<file path="config.mk">
export PLATFORM = sky130hd
export DESIGN_NAME = mem_req_cut_flat
export DESIGN_NICKNAME = d
export VERILOG_FILES = /design/src/mem_tile_pkg.sv /design/src/mem_bus_if.sv /design/src/mem_req_cut.sv /design/src/flat_wrapper.sv
export VERILOG_INCLUDE_DIRS = /design/src /design/src/src
export SDC_FILE = /design/constraint.sdc
export NUM_CORES = 1
export LEC_CHECK = 0
export ABC_AREA = 1
export BUFFER_PORTS_ARGS = -buffer_cell sky130_fd_sc_hd__clkbuf_2
export CAP_MARGIN = 40
export CORE_AREA = 2 2 118 120
export DETAILED_ROUTE_END_ITERATION = 7
export DIE_AREA = 0 0 120 122
export PLACE_DENSITY = 0.64
export SLEW_MARGIN = 40
export SYNTH_ARGS = -nofsm -noshare
export SYNTH_HDL_FRONTEND = slang
export SYNTH_SLANG_ARGS = --single-unit
</file>
<file path="constraint.sdc">
create_clock -name clk_i -period 7.44 [get_ports clk_i]
set_input_delay 1.488 -clock clk_i [delete_from_list [all_inputs] [get_ports clk_i]]
set_output_delay 1.488 -clock clk_i [all_outputs]
set_load 0.01 [all_outputs]
</file>
<file path="src/mem_tile_defs.svh">
/*
 * Memory tile geometry
 * Widths, bank and macro layout, and the client operation codes
 */
`ifndef MEM_TILE_DEFS_SVH
`define MEM_TILE_DEFS_SVH

`define MEM_ADDR_W         10
`define MEM_DATA_W         64
`define MEM_STRB_W         8
`define MEM_BANKS_PER_WORD 2
`define MEM_BANK_ROWS      2
`define SRAM_DATA_W        32
`define SRAM_NUM_WORDS     64
`define SRAM_ADDR_W        6
`define SRAM_ADDR_OFFSET   3
`define MACRO_SEL_OFFSET   9
`define MACRO_SEL_W        1
`define MEM_OP_W           2

// Client operation codes
`define MEM_OP_READ     2'd0
`define MEM_OP_WRITE    2'd1
`define MEM_OP_AMO_ADD  2'd2
`define MEM_OP_AMO_SWAP 2'd3

`endif

</file>
<file path="src/mem_tile_pkg.sv">
/*
 * Memory tile types
 * Vector types shared by the tile modules and the testbench
 */
`include "mem_tile_defs.svh"

package mem_tile_pkg;

  // Client side
  typedef logic [`MEM_ADDR_W-1:0] addr_t;
  typedef logic [`MEM_DATA_W-1:0] data_t;
  typedef logic [`MEM_STRB_W-1:0] strb_t;
  typedef logic [`MEM_OP_W-1:0]   op_t;

  // SRAM macro side
  typedef logic [`SRAM_ADDR_W-1:0]   sram_addr_t;
  typedef logic [`SRAM_DATA_W-1:0]   sram_data_t;
  typedef logic [`SRAM_DATA_W/8-1:0] sram_strb_t;

  // Index of the macro row within a bank
  typedef logic [`MACRO_SEL_W-1:0] macro_sel_t;

endpackage

</file>
<file path="src/mem_bus_if.sv">
/*
 * Internal memory bus
 * Valid/ready request channel with a single-cycle read response
 */
`timescale 1ns/1ps

interface mem_bus_if;

  logic                req_valid;
  logic                req_ready;
  logic                req_we;
  mem_tile_pkg::addr_t req_addr;
  mem_tile_pkg::data_t req_wdata;
  mem_tile_pkg::strb_t req_be;
  logic                rsp_valid;
  mem_tile_pkg::data_t rsp_rdata;

  modport mgr (
    output req_valid, req_we, req_addr, req_wdata, req_be,
    input  req_ready, rsp_valid, rsp_rdata
  );

  modport sbr (
    input  req_valid, req_we, req_addr, req_wdata, req_be,
    output req_ready, rsp_valid, rsp_rdata
  );

endinterface

</file>
<file path="src/mem_req_cut.sv">
/*
 * Request register slice
 * One entry on the request path
 * Read response passes straight back
 */
`timescale 1ns/1ps

module mem_req_cut (
  input  logic   clk_i,
  input  logic   rst_n_i,
  mem_bus_if.sbr bus_i,
  mem_bus_if.mgr bus_o
);

  logic                full_q;
  logic                we_q;
  mem_tile_pkg::addr_t addr_q;
  mem_tile_pkg::data_t wdata_q;
  mem_tile_pkg::strb_t be_q;

  // Free when empty or when the held entry leaves this cycle
  assign bus_i.req_ready = !full_q || bus_o.req_ready;

  always_ff @(posedge clk_i) begin
    if (!rst_n_i) begin
      full_q <= 1'b0;
    end else if (bus_i.req_ready) begin
      full_q <= bus_i.req_valid;
    end
  end

  always_ff @(posedge clk_i) begin
    if (bus_i.req_valid && bus_i.req_ready) begin
      we_q    <= bus_i.req_we;
      addr_q  <= bus_i.req_addr;
      wdata_q <= bus_i.req_wdata;
      be_q    <= bus_i.req_be;
    end
  end

  assign bus_o.req_valid = full_q;
  assign bus_o.req_we    = we_q;
  assign bus_o.req_addr  = addr_q;
  assign bus_o.req_wdata = wdata_q;
  assign bus_o.req_be    = be_q;

  // Response path
  assign bus_i.rsp_valid = bus_o.rsp_valid;
  assign bus_i.rsp_rdata = bus_o.rsp_rdata;

endmodule

</file>
<file path="src/flat_wrapper.sv">
// flat-port wrapper written by rule: the top's interface ports become plain ports
module mem_req_cut_flat 
  (clk_i, rst_n_i, bus_i_req_valid, bus_i_req_we, bus_i_req_addr, bus_i_req_wdata, bus_i_req_be, bus_i_req_ready, bus_i_rsp_valid, bus_i_rsp_rdata, bus_o_req_valid, bus_o_req_we, bus_o_req_addr, bus_o_req_wdata, bus_o_req_be, bus_o_req_ready, bus_o_rsp_valid, bus_o_rsp_rdata);
  mem_bus_if bus_i_i ();
  mem_bus_if bus_o_i ();
  input  logic clk_i;
  input  logic rst_n_i;
  input wire logic [$bits(bus_i_i.req_valid)-1:0] bus_i_req_valid;
  input wire logic [$bits(bus_i_i.req_we)-1:0] bus_i_req_we;
  input wire logic [$bits(bus_i_i.req_addr)-1:0] bus_i_req_addr;
  input wire logic [$bits(bus_i_i.req_wdata)-1:0] bus_i_req_wdata;
  input wire logic [$bits(bus_i_i.req_be)-1:0] bus_i_req_be;
  output wire logic [$bits(bus_i_i.req_ready)-1:0] bus_i_req_ready;
  output wire logic [$bits(bus_i_i.rsp_valid)-1:0] bus_i_rsp_valid;
  output wire logic [$bits(bus_i_i.rsp_rdata)-1:0] bus_i_rsp_rdata;
  output wire logic [$bits(bus_o_i.req_valid)-1:0] bus_o_req_valid;
  output wire logic [$bits(bus_o_i.req_we)-1:0] bus_o_req_we;
  output wire logic [$bits(bus_o_i.req_addr)-1:0] bus_o_req_addr;
  output wire logic [$bits(bus_o_i.req_wdata)-1:0] bus_o_req_wdata;
  output wire logic [$bits(bus_o_i.req_be)-1:0] bus_o_req_be;
  input wire logic [$bits(bus_o_i.req_ready)-1:0] bus_o_req_ready;
  input wire logic [$bits(bus_o_i.rsp_valid)-1:0] bus_o_rsp_valid;
  input wire logic [$bits(bus_o_i.rsp_rdata)-1:0] bus_o_rsp_rdata;
  assign bus_i_i.req_valid = bus_i_req_valid;
  assign bus_i_i.req_we = bus_i_req_we;
  assign bus_i_i.req_addr = bus_i_req_addr;
  assign bus_i_i.req_wdata = bus_i_req_wdata;
  assign bus_i_i.req_be = bus_i_req_be;
  assign bus_i_req_ready = bus_i_i.req_ready;
  assign bus_i_rsp_valid = bus_i_i.rsp_valid;
  assign bus_i_rsp_rdata = bus_i_i.rsp_rdata;
  assign bus_o_req_valid = bus_o_i.req_valid;
  assign bus_o_req_we = bus_o_i.req_we;
  assign bus_o_req_addr = bus_o_i.req_addr;
  assign bus_o_req_wdata = bus_o_i.req_wdata;
  assign bus_o_req_be = bus_o_i.req_be;
  assign bus_o_i.req_ready = bus_o_req_ready;
  assign bus_o_i.rsp_valid = bus_o_rsp_valid;
  assign bus_o_i.rsp_rdata = bus_o_rsp_rdata;
  mem_req_cut u_core (.clk_i(clk_i), .rst_n_i(rst_n_i), .bus_i(bus_i_i), .bus_o(bus_o_i));
endmodule
</file>
---- Yosys cells after proc, flatten, opt, wreduce, memory -nomap -nowiden ----
Cells that the tools add are included.
word-level totals
  bits in registers ....................... 84
  bits of input ports ..................... 152
  word-level logic and storage cells ...... 8
  output and inout port bits .............. 150
operators by class
  reductions and logical operators ........ 3
operators with widths
  kind                 number
  $logic_and A1 B1 Y1  1
  $logic_not A1 Y1     1
  $logic_or A1 B1 Y1   1

---- Logic depth before layout (Yosys ltp) ----
  word-level depth ........................ 3
  depth in mapped cells ................... 3
  gate-level depth less buffers ........... 3

---- Worst setup path before layout ----
No wires, ideal clock.
  path type ............................... input port to flip-flop
  start point ............................. input port bus_i_req_valid
  end point ............................... register u_core.addr_q[0], in the netlist u_core.bus_o.req_addr[0], enable pin
  required time ........................... 6.888 ns
  setup slack ............................. 1.328 ns
  arrival time ............................ 5.560 ns
  setup time .............................. 0.552 ns
  stages on the path ...................... 2
  path buffers ............................ 0
  path through ............................ inv_1 -> a21oi_1
on the way
  word-level cells in the longest chain between the ends .. 1
RTL lines
  what                    line               source
  start: declaration      flat_wrapper.sv:8  input wire logic [$bits(bus_i_i.req_valid)-1:0] bus_i_req_valid;
  $logic_and A1 B1 Y1     mem_req_cut.sv:33  if (bus_i.req_valid && bus_i.req_ready) begin
  end signal: assignment  mem_req_cut.sv:35  addr_q <= bus_i.req_addr;
  end: declaration        mem_req_cut.sv:17  mem_tile_pkg::addr_t addr_q;
No other way between the ends.
A chain may end at the register's enable or synchronous reset.

---- Worst setup path after layout ----
  start point ............................. input port bus_o_req_ready
  end point ............................... output port bus_i_req_ready
on the way
  word-level cells in the longest chain between the ends .. 1
RTL lines
  what                line                source
  start: declaration  flat_wrapper.sv:21  input wire logic [$bits(bus_o_i.req_ready)-1:0] bus_o_req_ready;
  $logic_or A1 B1 Y1  mem_req_cut.sv:22   assign bus_i.req_ready = !full_q || bus_o.req_ready;
  end: declaration    flat_wrapper.sv:13  output wire logic [$bits(bus_i_i.req_ready)-1:0] bus_i_req_ready;
No other way between the ends.

==> results.json <==
{
  "outcome": "completed",
  "die_area_mm2": 0.0146,
  "post-route-period-util": 0.447,
  "initial_utilization": 0.224,
  "worst_setup_path_start_kind": "input pin",
  "report.final.slew_viol_count": 0,
  "detail_route.wl_per_cell_um": 15.4,
  "dieWidth_um": 120,
  "worstPathMaxFanout": 2,
  "wl_um": 7030,
  "fin_ws_ns": 4.12,
  "htreeDepth": 3,
  "place_hpwl_um": 5340,
  "design_area_mm2": 0.00394,
  "area_growth_pct": 29.8,
  "crit_path_end": "bus_i_req_ready",
  "synth.distinct_cells": 8,
  "first_pass_iters": 4,
  "coreArea_mm2": 0.0135,
  "grt_util_all_layers": 0.0902,
  "crit_arrival_ns": 1.84,
  "clk_path_buf_depth": 2,
  "cts_setup_buffers": 0,
  "antenna_found_initial": 0,
  "regToRegSetupSlack_ns": 5.90,
  "criticalPathCategory": "input pin to output port",
  "fin_util": 0.291,
  "cts_root_buffer": "clkbuf_16",
  "synth-seq-cells": 84,
  "insertion_delay_ns": 0.33,
  "grt_pass1_vias": 1641,
  "gp_congestion": 0.637,
  "fin_skew_ns": 0.00914,
  "slowest_delay_ns": 0.13,
  "cap_violations": 0,
  "grt_setup_unrepaired": "no",
  "holdCritPathClass": "flop to flop",
  "grt_pass1_wl_um": 9280,
  "ctsHoldBuffers": 0,
  "r2r_cells": 2,
  "ioPinCount": 302,
  "cts.reportedPaths.clkPinSlew_ns": 0.07,
  "dpl_cell_area_mm2": 0.00365,
  "vias": 1657,
  "fmax_mhz": 301,
  "synth_area_mm2": 0.00303,
  "worstMarginPinSlew_ns": 0.773,
  "fin_setup_tns_ns": 0,
  "vias_per_cell": 3.62,
  "layout_min_cycle_time_ns": 3.32,
  "power.density_mw_per_mm2": 272,
  "synthesis.instances": 155,
  "place_worst_setup_slack_ns": 4.11,
  "r2r_start": "u_core.bus_o.req_valid",
  "cp_num_buf_inv": 3,
  "die_y_um": 122,
  "rr_endpoint": "u_core.bus_o.req_wdata[43]",
  "cp.depth": 4,
  "startpoint": "bus_o_req_ready",
  "cp-end-kind": "output port",
  "drc_errors": 0,
  "critPathMostFrequentCell": "clkbuf_2",
  "hold_violations": 0,
  "worst_ep_required_time_ns": 5.95,
  "diodes": 0,
  "num_rows": 43,
  "drive_gt1_frac": 0.691,
  "final_antenna_net_count": 0,
  "syn-num-nets": 307,
  "irDropWorstVdd_v": 0.0000948,
  "relSlewSlack": 0.485,
  "crit_family": "buffers and inverters",
  "cts_tree": "built",
  "cts_num_sinks": 84,
  "ys_warn_count": 0,
  "setup_violations": 0,
  "crit_chain": "clkbuf_2, inv_2, nand2_2, clkbuf_2",
  "io_buffer_count": 171,
  "nets": 425,
  "post_cts_resized": 0,
  "grt_max_degree": 84,
  "cp_slowest_cell": "clkbuf_2",
  "power.leakage_nw": 1.69,
  "ys_seq_area_frac": 0.829,
  "syn_avg_cell_area_um2": 19.6,
  "cts_buffers": 9,
  "drt_iter0_markers": 75,
  "grt.overflow.total": 0
}
[Yosys cell counts]
library cell	number	area, µm²
nand2_2	1	6.26
inv_2	1	3.75
buf_4	65	488
a21oi_1	1	5.00
edfxtp_1	83	2490
a21oi_2	1	8.76
inv_1	2	7.51
dfxtp_1	1	20.0
[worst min path at each step]
stage / depth (start not counted) / startpoint / slack [ns] / endpoint
floorplan: 2 / u_core.bus_o.req_valid / 0.55 / u_core.bus_o.req_valid
finish: 2 / u_core.bus_o.req_valid / 0.54 / u_core.bus_o.req_valid
detailed placement: 2 / u_core.bus_o.req_valid / 0.53 / u_core.bus_o.req_valid
CTS: 2 / u_core.bus_o.req_valid / 0.54 / u_core.bus_o.req_valid
global route: 2 / u_core.bus_o.req_valid / 0.56 / u_core.bus_o.req_valid
global placement: 2 / u_core.bus_o.req_valid / 0.51 / u_core.bus_o.req_valid
[metrics by stage]
step                      total power [W]  std cells  hold WS (ns)
after detailed placement         0.000652        442         0.527
final                             0.00107        458         0.535
after floorplan                  0.000635        155         0.545
after global routing              0.00112        458         0.565
after global placement           0.000649        442         0.514
after CTS                         0.00109        458         0.542
[cell families (layout without fill, tap and decap cells)]
group,after synthesis,in the layout,synth area share
DFF,84,84,0.829
and+or+nand+nor,1,1,0.00206
buffers and inverters,68,191,0.165
AOI/OAI and AO/OA,2,2,0.00454
[layout by cell type (no fill, tap or decap), drive strengths merged]
| master | netlist | routed |
|---|---|---|
| clkbuf | 0 | 180 |
| edfxtp | 83 | 83 |
| inv | 3 | 7 |
| clkinvlp | 0 | 2 |
| a21oi | 2 | 2 |
| nand2 | 1 | 1 |
| clkinv | 0 | 1 |
| buf | 65 | 1 |
| dfxtp | 1 | 1 |
[where the power goes]
group / internal [W] / switching, W / leakage [nW] / total (W)
sequential: 0.000553 / 0.00000786 / 0.811 / 0.000561
clock: 0.000234 / 0.000198 / 0.136 / 0.000432
combinational: 0.0000337 / 0.0000436 / 0.738 / 0.0000773
[layout make-up]
cell class                 instances  area, µm²
clock buffer                       9        225
tap                              180        225
sequential                        84       2510
inverter                           3       11.3
timing repair buffer             172        867
clock inverter                     7       63.8
fill                            1364       9570
multi-input combinational          3       31.3
[sequential cells by signal (all words and copies together) (netlist names)]
register / cells
u_core.bus_o.req_valid: 1
u_core.bus_o.req_wdata: 64
u_core.bus_o.req_be: 8
u_core.bus_o.req_we: 1
u_core.bus_o.req_addr: 10
[per-layer routing]
layer | GRT usage | part of all wire
met1 | 0.0890 | 0.36
met2 | 0.143 | 0.48
met3 | 0.0412 | 0.11
met4 | 0.0794 | 0.057
met5 | 0 | 0
[worst reg2reg max path, delay by kind of cell (launching register included)]
family	cells	cell delay (ns)
AOI/OAI and AO/OA	1	0.16
DFF	1	0.35
buffers and inverters	1	0.55
Note: power is estimated with default switching activity, not from simulation.
