`src/mem_tile_defs.svh`:
```
/*
 * Memory tile geometry
 * Widths, bank and macro layout, and the client operation codes
 */
`ifndef MEM_TILE_DEFS_SVH
`define MEM_TILE_DEFS_SVH

`define MEM_ADDR_W         10
`define MEM_DATA_W         64
`define MEM_STRB_W         8
`define MEM_BANKS_PER_WORD 2
`define MEM_BANK_ROWS      2
`define SRAM_DATA_W        32
`define SRAM_NUM_WORDS     64
`define SRAM_ADDR_W        6
`define SRAM_ADDR_OFFSET   3
`define MACRO_SEL_OFFSET   9
`define MACRO_SEL_W        1
`define MEM_OP_W           2

// Client operation codes
`define MEM_OP_READ     2'd0
`define MEM_OP_WRITE    2'd1
`define MEM_OP_AMO_ADD  2'd2
`define MEM_OP_AMO_SWAP 2'd3

`endif

```
`src/mem_tile_pkg.sv`:
```
/*
 * Memory tile types
 * Vector types shared by the tile modules and the testbench
 */
`include "mem_tile_defs.svh"

package mem_tile_pkg;

  // Client side
  typedef logic [`MEM_ADDR_W-1:0] addr_t;
  typedef logic [`MEM_DATA_W-1:0] data_t;
  typedef logic [`MEM_STRB_W-1:0] strb_t;
  typedef logic [`MEM_OP_W-1:0]   op_t;

  // SRAM macro side
  typedef logic [`SRAM_ADDR_W-1:0]   sram_addr_t;
  typedef logic [`SRAM_DATA_W-1:0]   sram_data_t;
  typedef logic [`SRAM_DATA_W/8-1:0] sram_strb_t;

  // Index of the macro row within a bank
  typedef logic [`MACRO_SEL_W-1:0] macro_sel_t;

endpackage

```
`src/mem_bus_if.sv`:
```
/*
 * Internal memory bus
 * Valid/ready request channel with a single-cycle read response
 */
`timescale 1ns/1ps

interface mem_bus_if;

  logic                req_valid;
  logic                req_ready;
  logic                req_we;
  mem_tile_pkg::addr_t req_addr;
  mem_tile_pkg::data_t req_wdata;
  mem_tile_pkg::strb_t req_be;
  logic                rsp_valid;
  mem_tile_pkg::data_t rsp_rdata;

  modport mgr (
    output req_valid, req_we, req_addr, req_wdata, req_be,
    input  req_ready, rsp_valid, rsp_rdata
  );

  modport sbr (
    input  req_valid, req_we, req_addr, req_wdata, req_be,
    output req_ready, rsp_valid, rsp_rdata
  );

endinterface

```
`src/mem_amo_frontend.sv`:
```
/*
 * Memory tile front end
 * Four-phase client handshake, and atomics split into a read
 * followed by a write of the new word
 */
`timescale 1ns/1ps
`include "mem_tile_defs.svh"

module mem_amo_frontend (
  input  logic                clk_i,
  input  logic                rst_n_i,
  input  logic                req_i,
  output logic                ack_o,
  input  mem_tile_pkg::op_t   op_i,
  input  mem_tile_pkg::addr_t addr_i,
  input  mem_tile_pkg::data_t wdata_i,
  input  mem_tile_pkg::strb_t be_i,
  output mem_tile_pkg::data_t rdata_o,
  mem_bus_if.mgr              bus_o
);

  typedef enum logic [2:0] {
    IDLE,
    ISSUE,
    WAIT_RSP,
    AMO_WRITE,
    ACK
  } amo_state_e;

  amo_state_e          state_q;
  amo_state_e          state_d;
  mem_tile_pkg::op_t   op_q;
  mem_tile_pkg::addr_t addr_q;
  mem_tile_pkg::data_t wdata_q;
  mem_tile_pkg::strb_t be_q;
  mem_tile_pkg::data_t amo_word;
  logic                is_write;
  logic                is_amo;

  assign is_write = (op_q == `MEM_OP_WRITE);
  assign is_amo   = (op_q == `MEM_OP_AMO_ADD) || (op_q == `MEM_OP_AMO_SWAP);

  // New word of an atomic with a wrapping add
  assign amo_word = (op_q == `MEM_OP_AMO_ADD) ? bus_o.rsp_rdata + wdata_q : wdata_q;

  ////////////////////////////////////////
  // FSM
  ////////////////////////////////////////

  always_comb begin
    state_d = state_q;
    case (state_q)
      IDLE: begin
        if (req_i) state_d = ISSUE;
      end
      ISSUE: begin
        if (bus_o.req_ready) state_d = is_write ? ACK : WAIT_RSP;
      end
      WAIT_RSP: begin
        if (bus_o.rsp_valid) state_d = is_amo ? AMO_WRITE : ACK;
      end
      AMO_WRITE: begin
        if (bus_o.req_ready) state_d = ACK;
      end
      // Hold the acknowledge until the client lets go
      ACK: begin
        if (!req_i) state_d = IDLE;
      end
      default: state_d = IDLE;
    endcase
  end

  always_ff @(posedge clk_i) begin
    if (!rst_n_i) begin
      state_q <= IDLE;
    end else begin
      state_q <= state_d;
    end
  end

  // Request capture and read data
  always_ff @(posedge clk_i) begin
    if (state_q == IDLE && req_i) begin
      op_q    <= op_i;
      addr_q  <= addr_i;
      wdata_q <= wdata_i;
      be_q    <= be_i;
    end
    if (state_q == WAIT_RSP && bus_o.rsp_valid) begin
      rdata_o <= bus_o.rsp_rdata;
      wdata_q <= amo_word;
    end
  end

  ////////////////////////////////////////
  // Bus side
  ////////////////////////////////////////

  assign bus_o.req_valid = (state_q == ISSUE) || (state_q == AMO_WRITE);
  assign bus_o.req_we    = (state_q == AMO_WRITE) || (state_q == ISSUE && is_write);
  assign bus_o.req_addr  = addr_q;
  assign bus_o.req_wdata = wdata_q;
  assign bus_o.req_be    = (state_q == AMO_WRITE) ? {`MEM_STRB_W{1'b1}} : be_q;

  assign ack_o = (state_q == ACK);

endmodule

```
`src/flat_wrapper.sv`:
```
// flat-port wrapper written by rule: the top's interface ports become plain ports
module mem_amo_frontend_flat 
  (clk_i, rst_n_i, req_i, ack_o, op_i, addr_i, wdata_i, be_i, rdata_o, bus_o_req_valid, bus_o_req_we, bus_o_req_addr, bus_o_req_wdata, bus_o_req_be, bus_o_req_ready, bus_o_rsp_valid, bus_o_rsp_rdata);
  mem_bus_if bus_o_i ();
  input  logic clk_i;
  input  logic rst_n_i;
  input  logic req_i;
  output logic ack_o;
  input  mem_tile_pkg::op_t op_i;
  input  mem_tile_pkg::addr_t addr_i;
  input  mem_tile_pkg::data_t wdata_i;
  input  mem_tile_pkg::strb_t be_i;
  output mem_tile_pkg::data_t rdata_o;
  output wire logic [$bits(bus_o_i.req_valid)-1:0] bus_o_req_valid;
  output wire logic [$bits(bus_o_i.req_we)-1:0] bus_o_req_we;
  output wire logic [$bits(bus_o_i.req_addr)-1:0] bus_o_req_addr;
  output wire logic [$bits(bus_o_i.req_wdata)-1:0] bus_o_req_wdata;
  output wire logic [$bits(bus_o_i.req_be)-1:0] bus_o_req_be;
  input wire logic [$bits(bus_o_i.req_ready)-1:0] bus_o_req_ready;
  input wire logic [$bits(bus_o_i.rsp_valid)-1:0] bus_o_rsp_valid;
  input wire logic [$bits(bus_o_i.rsp_rdata)-1:0] bus_o_rsp_rdata;
  assign bus_o_req_valid = bus_o_i.req_valid;
  assign bus_o_req_we = bus_o_i.req_we;
  assign bus_o_req_addr = bus_o_i.req_addr;
  assign bus_o_req_wdata = bus_o_i.req_wdata;
  assign bus_o_req_be = bus_o_i.req_be;
  assign bus_o_i.req_ready = bus_o_req_ready;
  assign bus_o_i.rsp_valid = bus_o_rsp_valid;
  assign bus_o_i.rsp_rdata = bus_o_rsp_rdata;
  mem_amo_frontend u_core (.clk_i(clk_i), .rst_n_i(rst_n_i), .req_i(req_i), .ack_o(ack_o), .op_i(op_i), .addr_i(addr_i), .wdata_i(wdata_i), .be_i(be_i), .rdata_o(rdata_o), .bus_o(bus_o_i));
endmodule
```
`config.mk`:
```
export PLATFORM = sky130hd
export DESIGN_NAME = mem_amo_frontend_flat
export DESIGN_NICKNAME = d
export VERILOG_FILES = /design/src/mem_tile_pkg.sv /design/src/mem_bus_if.sv /design/src/mem_amo_frontend.sv /design/src/flat_wrapper.sv
export VERILOG_INCLUDE_DIRS = /design/src /design/src/src
export SDC_FILE = /design/constraint.sdc
export NUM_CORES = 1
export LEC_CHECK = 0
export BUFFER_PORTS_ARGS = -buffer_cell sky130_fd_sc_hd__buf_2
export CAP_MARGIN = 20
export CORE_MARGIN = 3
export CORE_UTILIZATION = 52
export DETAILED_ROUTE_END_ITERATION = 7
export PLACE_DENSITY = 0.82
export SLEW_MARGIN = 20
export SYNTH_ARGS = -nofsm -noshare
export SYNTH_HDL_FRONTEND = slang
export SYNTH_SLANG_ARGS = --single-unit
```
`constraint.sdc`:
```
create_clock -name clk_i -period 11.2 [get_ports clk_i]
set_input_delay 2.8 -clock clk_i [delete_from_list [all_inputs] [get_ports clk_i]]
set_output_delay 2.8 -clock clk_i [all_outputs]
set_load 0.05 [all_outputs]
```
After elaboration in Yosys (flattened, before gate mapping):

Index checks and enable logic that the tools add are counted.

* eq/ne operators: 13
* $add $sub $neg: 1
* reductions and logical operators: 10
* muxes and demuxes: 12

Operator list (count)
* 64-bit 2-to-1 mux: 3
* 64-bit adder: 1
* 3-bit 2-to-1 mux: 7
* 3-bit case mux with 5 select lines: 1
* 2-bit != test (second input constant): 5
* 8-bit 2-to-1 mux: 1
* 3-bit by 2-bit equality test with 1-bit output (second input constant): 2
* 5-bit AND reduction: 1
* 2-bit equality test (second input constant): 2
* 3-bit by 1-bit equality test with 1-bit output (second input constant): 1
* 3-bit equality test (second input constant): 1
* 1-bit logical AND: 3
* 3-bit logical NOT: 1
* 1-bit logical OR: 3
* 2-bit by 1-bit equality test with 1-bit output (second input constant): 1
* 2-bit by 1-bit != test with 1-bit output (second input constant): 1
* 2-bit AND reduction: 1
* 2-bit nonzero test: 1

* word-level logic and storage cells: 42
* output and inout port bits: 149
* bits of input ports: 153
* register bits after elaboration: 151

Logic depth before layout (Yosys ltp):

Gate-level depths: netlist of the first run.

* depth in word-level cells: 5
* depth in mapped cells: 11
* depth with buffers taken out: 11

Least setup slack after synthesis of the first run:

No wires, ideal clock.

* path type: input port to flip-flop
* start: input bus_o_rsp_valid
* end: register u_core.wdata_q[0], in the netlist u_core.bus_o.req_wdata[0] (enable)
* stages: 4
* data required time: 10.619 ns
* arrival time: 8.071 ns
* setup time: 0.581 ns
* slack: 2.548 ns
* cells stage by stage: nand3_1 -> clkbuf_1 -> clkbuf_1 -> o31ai_1

* word-level cells in the longest chain between the ends: 3
* elaborated cells on any way between the ends: 4

Ends and longest elaborated chain
* from (decl): line flat_wrapper.sv:20 `input wire logic [$bits(bus_o_i.rsp_valid)-1:0] bus_o_rsp_valid;`
* 1-bit logical AND (*): line mem_amo_frontend.sv:89 `if (state_q == WAIT_RSP && bus_o.rsp_valid) begin`
* 2-bit by 1-bit != test with 1-bit output (no line) or 2-bit nonzero test (tied branches)
* 2-bit AND reduction (no line) (*)
* to (signal assigned): line mem_amo_frontend.sv:86 `wdata_q <= wdata_i;`
* to (signal assigned): line mem_amo_frontend.sv:91 `wdata_q <= amo_word;`
* to (decl): line mem_amo_frontend.sv:34 `mem_tile_pkg::data_t wdata_q;`

Every way passes the cells marked *; elsewhere a longest branch is shown, timed or not.
A chain may end at the register's enable or synchronous reset.

Final worst setup path of the first run:

* start: input bus_o_rsp_rdata[0]
* end: register u_core.wdata_q[50], in the netlist u_core.bus_o.req_wdata[50], data pin

* word-level cells in the longest chain between the ends: 3

Ends and longest elaborated chain
* from (decl): line flat_wrapper.sv:21 `input wire logic [$bits(bus_o_i.rsp_rdata)-1:0] bus_o_rsp_rdata;`
* 64-bit adder: line mem_amo_frontend.sv:44 `` assign amo_word = (op_q == `MEM_OP_AMO_ADD) ? bus_o.rsp_rdata + wdata_q : wdata_q; ``
* 64-bit 2-to-1 mux: line mem_amo_frontend.sv:44
* 64-bit 2-to-1 mux: line mem_amo_frontend.sv:89

No other way between the ends. The select of a mux whose other input is x is not followed.

==> results_dict.tcl, run 1 <==
set metrics [dict create \
    setup_tns_ns 0 \
    h-tree-depth 4 \
    internal_power_mw 1.396 \
    cts.sinks 151 \
    ys.flop_type "edfxtp_1" \
    power.switching_mw 1.080 \
    gp_congestion 0.9118 \
    die_h_um 139.9 \
    ys_top_cells_by_area "edfxtp_1, ha_1, nand2_1" \
    netlist_area_mm2 0.009324 \
    path_max_fanout 4 \
    grt_pass1_wl_um 43030 \
    nNetsFinal 1427 \
    synthCells 930 \
    status "complete, no violations" \
    track_usage 0.2748 \
    min_to "u_core.state_q[0]$_SDFFE_PN0P_" \
    ys_ff_latch 151 \
    synth_edf_count 148 \
    fin_crit_sh 0.5234 \
    post_synth_num_cell_types 57 \
    cellLeakagePower_nw 5.047 \
    tritoncts "done" \
    async_flop_share 0 \
    ir_drop_mv 0.1888 \
    relSlewSlack 0.3798 \
    r2r_slack_ns 7.40 \
    synth_nets 1147 \
    power_frac_seq 0.315 \
    area_delta_synth_final_pct 24.18 \
    die_width_um 139.9 \
    setup_viol 0 \
    path_class "input pin to flip-flop" \
    fin_worst_skew_ns 0.009801 \
    utilization 0.6648 \
    rows 48 \
    core_area_mm2 0.01742 \
    slew_viol_final 0 \
    layout_common_cells "buf_2, edfxtp_1, nand2_1" \
    min_period_ns 5.862 \
    synth_top_cell_area_share 0.4767 \
    required_ns 11.37 \
    p_clk_frac 0.238 \
    cts_root_buffer "clkbuf_16" \
    rsz0062_at_grt "false" \
    path_clk_slew_ns 0.07 \
    fillers 1417 \
    io_buffers 301 \
    hold_path_class "flip-flop to flip-flop" \
    powerDensity_mw_per_mm2 213.9 \
    antenna_found_initial 2 \
    drive_gt1_frac 0.2862 \
    first_iter_violations 814 \
    worst_pin_slew_ns 0.9303 \
    start_kind "input pin" \
    postCtsSetupRepairBufs 0 \
    rr_startpoint "u_core.bus_o.req_wdata[0]$_DFFE_PP_" \
    dpl.hpwl_um 21160 \
    viasPerCell 5.903 \
    cp-end-kind "flip-flop" \
    clock_path_buffers 2 \
    routed_wl_um 27610 \
    place_area_mm2 0.01098 \
    grt_pass1_vias 8314 \
    ios 302 \
    dr.pass1.iters 5 \
    cts_made_buffers 17 \
    worst_ep_arrival_time_ns 6.03 \
    clock_latency_ns 0.43 \
    final_common_cell "buf_2" \
    final-hold-violation-count 0 \
    switching_share 0.4362 \
    drv_cap 0 \
    drc_errors 0 \
    r2r_end "u_core.bus_o.req_wdata[50]$_DFFE_PP_" \
    cts_resized 0 \
    die-area_mm2 0.01957 \
    synth_top_area_cell "edfxtp_1" \
    grt_max_degree 75 \
    max_freq_ghz 0.1706 \
    combPwrFrac 0.447 \
    grt.overflow.total 0 \
    hold_path_depth 2 \
    reg2reg_depth 11 \
    yosys_warnings 0 \
    cts_hold_buffers 0 \
    hp-start "u_core.state_q[0]$_SDFFE_PN0P_" \
    wl_per_cell_um 19.04 \
    initial_core_util 0.5353 \
    synth_area_per_cell_um2 10.03 \
    ant_nets 0 \
    final_area_mm2 0.01158 \
    via_count 8560 \
    synth_seq_area_share 0.4831 \
]
power by group through the flow:
stage / Sequential (mW) / Clock [mW] / Combinational, mW
after floorplan: 1.04 / 0 / 0.574
after global placement: 0.787 / 0 / 1.07
after detailed placement: 0.791 / 0 / 1.09
after CTS: 0.780 / 0.594 / 1.10
after global routing: 0.789 / 0.619 / 1.19
final: 0.780 / 0.590 / 1.11
synthesized netlist by cell type (4+ instances only):
cell        n
o211ai_1    8
and3_1     11
clkbuf_1   33
edfxtp_1  148
nand3_1    19
o21bai_1   17
nand2_1   131
xnor2_1    31
nor2_1     30
o31ai_1    10
nor4_1      8
a211oi_1    8
o21a_1     12
nand2b_1   11
nor3_1     10
a31oi_1    10
a31o_2      4
inv_1      23
o21ai_0    94
a21oi_1    98
nand4_1    20
a21o_1     35
xor2_1     24
or3_1       4
and2_1      6
nor2b_1     7
ha_1       63
cells by family after synthesis:
family | after synthesis | synth area share
muxes | 4 | 0.004562
xor gates and xnor gates | 55 | 0.05166
and+or+nand+nor | 267 | 0.1334
DFF | 151 | 0.4831
adders and majority gates | 64 | 0.08669
AOI/OAI and AO/OA | 323 | 0.2122
buffers and inverters | 66 | 0.02845
per-stage QoR:
stage | hold slack [ns] | worst slack [ns] | std cells | total power [mW]
after floorplan | 0.5362 | 2.548 | 930 | 1.609
after global placement | 0.5922 | 4.948 | 1416 | 1.858
after detailed placement | 0.5912 | 4.917 | 1416 | 1.878
after CTS | 0.6028 | 5.356 | 1448 | 2.469
after global routing | 0.6646 | 5.158 | 1450 | 2.598
final | 0.6181 | 5.338 | 1450 | 2.477
layer usage:
layer | global-route usage | share of wire | up-vias
met3 | 0.06897 | 0.086 | 44
li1 | - | - | 4081
met2 | 0.4525 | 0.47 | 406
met4 | 0.07904 | 0.021 | 0
met1 | 0.3630 | 0.42 | 4029
met5 | 0 | 0 | -
worst max path at each step:
| stage | from | cells past startpoint | to | slack (ns) |
|---|---|---|---|---|
| CTS | bus_o_rsp_rdata[0] | 12 | u_core.bus_o.req_wdata[50]$_DFFE_PP_ | 5.36 |
| finish | bus_o_rsp_rdata[0] | 12 | u_core.bus_o.req_wdata[50]$_DFFE_PP_ | 5.34 |
| detailed placement | bus_o_rsp_rdata[0] | 12 | u_core.bus_o.req_wdata[50]$_DFFE_PP_ | 4.92 |
| floorplan | bus_o_rsp_valid | 4 | u_core.bus_o.req_wdata[0]$_DFFE_PP_ | 2.55 |
| global route | bus_o_rsp_rdata[0] | 12 | u_core.bus_o.req_wdata[50]$_DFFE_PP_ | 5.16 |
| global placement | bus_o_rsp_rdata[0] | 12 | u_core.bus_o.req_wdata[50]$_DFFE_PP_ | 4.95 |
worst max-delay path, stage by stage:
cell,delay [ns]
buf_2,0.10
ha_1,0.22
fa_1,0.43
a211oi_1,0.36
o211ai_1,0.21
nand3_1,0.14
a21oi_1,0.09
a2111oi_0,0.70
nor2_1,0.11
nor2_1,0.33
nor4_1,0.09
or3b_2,0.45
sequential cells by signal, indices dropped and copies added (netlist names):
| name | flops |
|---|---|
| u_core.rdata_o | 64 |
| u_core.bus_o.req_addr | 10 |
| u_core.op_q | 2 |
| u_core.be_q | 8 |
| u_core.state_q | 3 |
| u_core.bus_o.req_wdata | 64 |
layout make-up:
class,count,area (µm²),area share
well taps,225,281.5,0.02431
diodes,2,5.005,0.0004322
clock inverters,14,161.4,0.01394
repair buffers,304,1529,0.1321
inverters,23,87.58,0.007564
clock buffers,18,429.2,0.03707
multi-input cells,713,4581,0.3956
flip-flops and latches,151,4504,0.3890
No activity file was read; power rests on OpenSTA's default activity.
==> inputs of run 2 (changes only) <==
- ABC_AREA: unset -> 1
- CORE_UTILIZATION: 52 -> 49
- PLACE_DENSITY: 0.82 -> 0.78
- clock period: 11.2 -> 5.25 ns (I/O delays scaled with it)
==> run 2 against run 1 <==
Synthesized cell count up 75%. Die area rose by 28%. Clock skew increased by 0.0023 ns. Via count grew 33%. Combinational power increased to 3.1 times the previous value. Synthesized area increased by 21%. Setup slack worse by 3.4 ns. Clock-buffer cell count grew 1. Cell area increased by 19%. Clock power is 120% higher. Critical endpoint is now u_core.bus_o.req_wdata[60]$_DFFE_PP_. Largest power group unchanged.
==> results_dict.tcl, run 2 <==
set metrics [dict create \
    synth_top_area_cell "edfxtp_1" \
    max_freq_ghz 0.3047 \
    worst_pin_slew_ns 0.9658 \
    fin_crit_sh 0.6251 \
    diodes 0 \
    grt_pass1_wl_um 58200 \
    min_period_ns 3.282 \
    hold_path_depth 2 \
    status "complete, no violations" \
    dpl.hpwl_um 31750 \
    cts_made_buffers 17 \
    setup_tns_ns 0 \
    post_synth_num_cell_types 34 \
    worst_ep_arrival_time_ns 3.46 \
    ys_top_cells_by_area "edfxtp_1, nand2_1, inv_1" \
    start_kind "input pin" \
    netlist_top_cells_count "nand2_1, inv_1, edfxtp_1" \
    clock_latency_ns 0.43 \
    track_usage 0.3087 \
    drv_cap 0 \
    initial_core_util 0.5093 \
    dr.pass1.iters 7 \
    place_area_mm2 0.01314 \
    cts.sinks 151 \
    path_max_fanout 4 \
    cts_root_buffer "clkbuf_16" \
    grt_max_degree 93 \
    ant_nets 0 \
    rr_startpoint "u_core.state_q[1]$_SDFFE_PN0P_" \
    final-seq-area_mm2 0.004504 \
    gp_congestion 1.005 \
    routed_wl_um 38760 \
    grt.overflow.total 0 \
    reg2reg_depth 6 \
    grt_pass1_vias 10670 \
    cts_resized 0 \
    synth_nets 1841 \
    required_ns 5.43 \
    whs_ns 0.5663 \
    rows 54 \
    netlist_area_mm2 0.01132 \
    cp-end-kind "flip-flop" \
    final_area_mm2 0.01375 \
    synth_top_cell_area_share 0.3926 \
    viasPerCell 5.110 \
    nNetsFinal 2152 \
    wl_per_cell_um 17.39 \
    final-hold-violation-count 0 \
    ir_drop_mv 0.4045 \
    final_common_cell "nand2_1" \
    async_flop_share 0 \
    rsz0062_at_grt "false" \
    tritoncts "done" \
    io_buffers 301 \
    first_iter_violations 1053 \
    relSlewSlack 0.3561 \
    ys_ff_latch 151 \
    synthCells 1624 \
    synth_area_per_cell_um2 6.971 \
    synth_most_common_cell "nand2_1" \
    powerDensity_mw_per_mm2 475.2 \
    die-area_mm2 0.02496 \
    utilization 0.6185 \
    synth_seq_area_share 0.3979 \
    fin_worst_skew_ns 0.01206 \
    multi_input_area_mm2 0.005514 \
    drc_errors 0 \
    via_count 11390 \
    hp-start "u_core.state_q[1]$_SDFFE_PN0P_" \
    ios 302 \
    path_clk_slew_ns 0.07 \
    ys.flop_type "edfxtp_1" \
    min_to "u_core.state_q[1]$_SDFFE_PN0P_" \
    r2r_end "u_core.bus_o.req_wdata[52]$_DFFE_PP_" \
    yosys_warnings 0 \
    slew_viol_final 0 \
    h-tree-depth 4 \
    layout_common_cells "nand2_1, inv_1, buf_2" \
    clock_path_buffers 2 \
    fillers 2102 \
    synth_edf_count 148 \
    setup_viol 0 \
    postCtsSetupRepairBufs 0 \
    area_delta_synth_final_pct 21.44 \
    cts_hold_buffers 0 \
    r2r_slack_ns 2.48 \
    core_area_mm2 0.02223 \
    path_class "input pin to flip-flop" \
    drive_gt1_frac 0.2110 \
    antenna_found_initial 0 \
    hold_path_class "flip-flop to flip-flop" \
    die_width_um 158 \
    die_h_um 158 \
    cellLeakagePower_nw 7.505 \
]
==> run 2: final cells by class <==
class,instances,share of cell area
Tap cell,280,0.02548
Clock buffer,19,0.03149
Multi-Input combinational cell,1132,0.4011
Clock inverter,13,0.01256
Sequential cell,151,0.3276
Timing Repair Buffer,306,0.1123
Inverter,327,0.08946
==> run 2: critical path: stages <==
cell,delay (ns)
buf_2,0.10
ha_1,0.27
fa_1,0.45
nand3_1,0.12
nand3_2,0.15
nand2_1,0.12
nand2_2,0.13
nand2_1,0.10
nand2_1,0.10
nand2_1,0.09
nand2_2,0.12
nand2_1,0.11
nand3_1,0.07
nand3_1,0.14
nand2_1,0.07
==> run 2: logic make-up (layout without fill, tap and decap cells) <==
logic type      after synthesis  in the layout  share of synthesized area
flops                       151            151                     0.3979
buf+inv                     341            665                     0.1153
fa+ha+maj                    64             64                    0.07140
xor+xnor                     29             29                    0.02244
simple gates                954            954                     0.3544
compound gates               85             85                    0.03857
==> run 2: metal layers <==
layer | vias up | wire, µm | global-route usage | part of all wire
li1 | 5645 | - | - | -
met1 | 5179 | 17810 | 0.4609 | 0.46
met2 | 529 | 16590 | 0.4653 | 0.43
met3 | 33 | 3810 | 0.06452 | 0.098
met4 | 0 | 545 | 0.06514 | 0.014
met5 | - | 0 | 0 | 0
==> run 2: power by group <==
part / leakage [nW] / internal, mW / switching (mW) / total [mW]
logic: 5.82 / 0.905 / 2.56 / 3.47
clock network: 0.286 / 0.757 / 0.556 / 1.31
registers: 1.40 / 1.63 / 0.117 / 1.75
total: 7.51 / 3.30 / 3.24 / 6.53
==> run 2: worst max path at each step <==
stage / from / endpoint / slack, ns / cells past startpoint
2_1_floorplan: req_i / u_core.bus_o.req_wdata[0]$_DFFE_PP_ / 1.57 / 3
3_3_place_gp: bus_o_rsp_rdata[0] / u_core.bus_o.req_wdata[46]$_DFFE_PP_ / 1.60 / 15
3_5_place_dp: bus_o_rsp_rdata[0] / u_core.bus_o.req_wdata[46]$_DFFE_PP_ / 1.59 / 15
4_1_cts: bus_o_rsp_rdata[0] / u_core.bus_o.req_wdata[60]$_DFFE_PP_ / 2.03 / 15
5_1_grt: bus_o_rsp_rdata[0] / u_core.bus_o.req_wdata[60]$_DFFE_PP_ / 1.80 / 15
6_report: bus_o_rsp_rdata[0] / u_core.bus_o.req_wdata[60]$_DFFE_PP_ / 1.97 / 15
==> run 2: through the flow <==
stage | cells | setup WS [ns] | power [mW]
floorplan | 1624 | 1.572 | 4.219
global placement | 2196 | 1.598 | 5.169
detailed placement | 2196 | 1.589 | 5.182
CTS | 2228 | 2.026 | 6.491
global route | 2228 | 1.799 | 6.920
finish | 2228 | 1.968 | 6.533
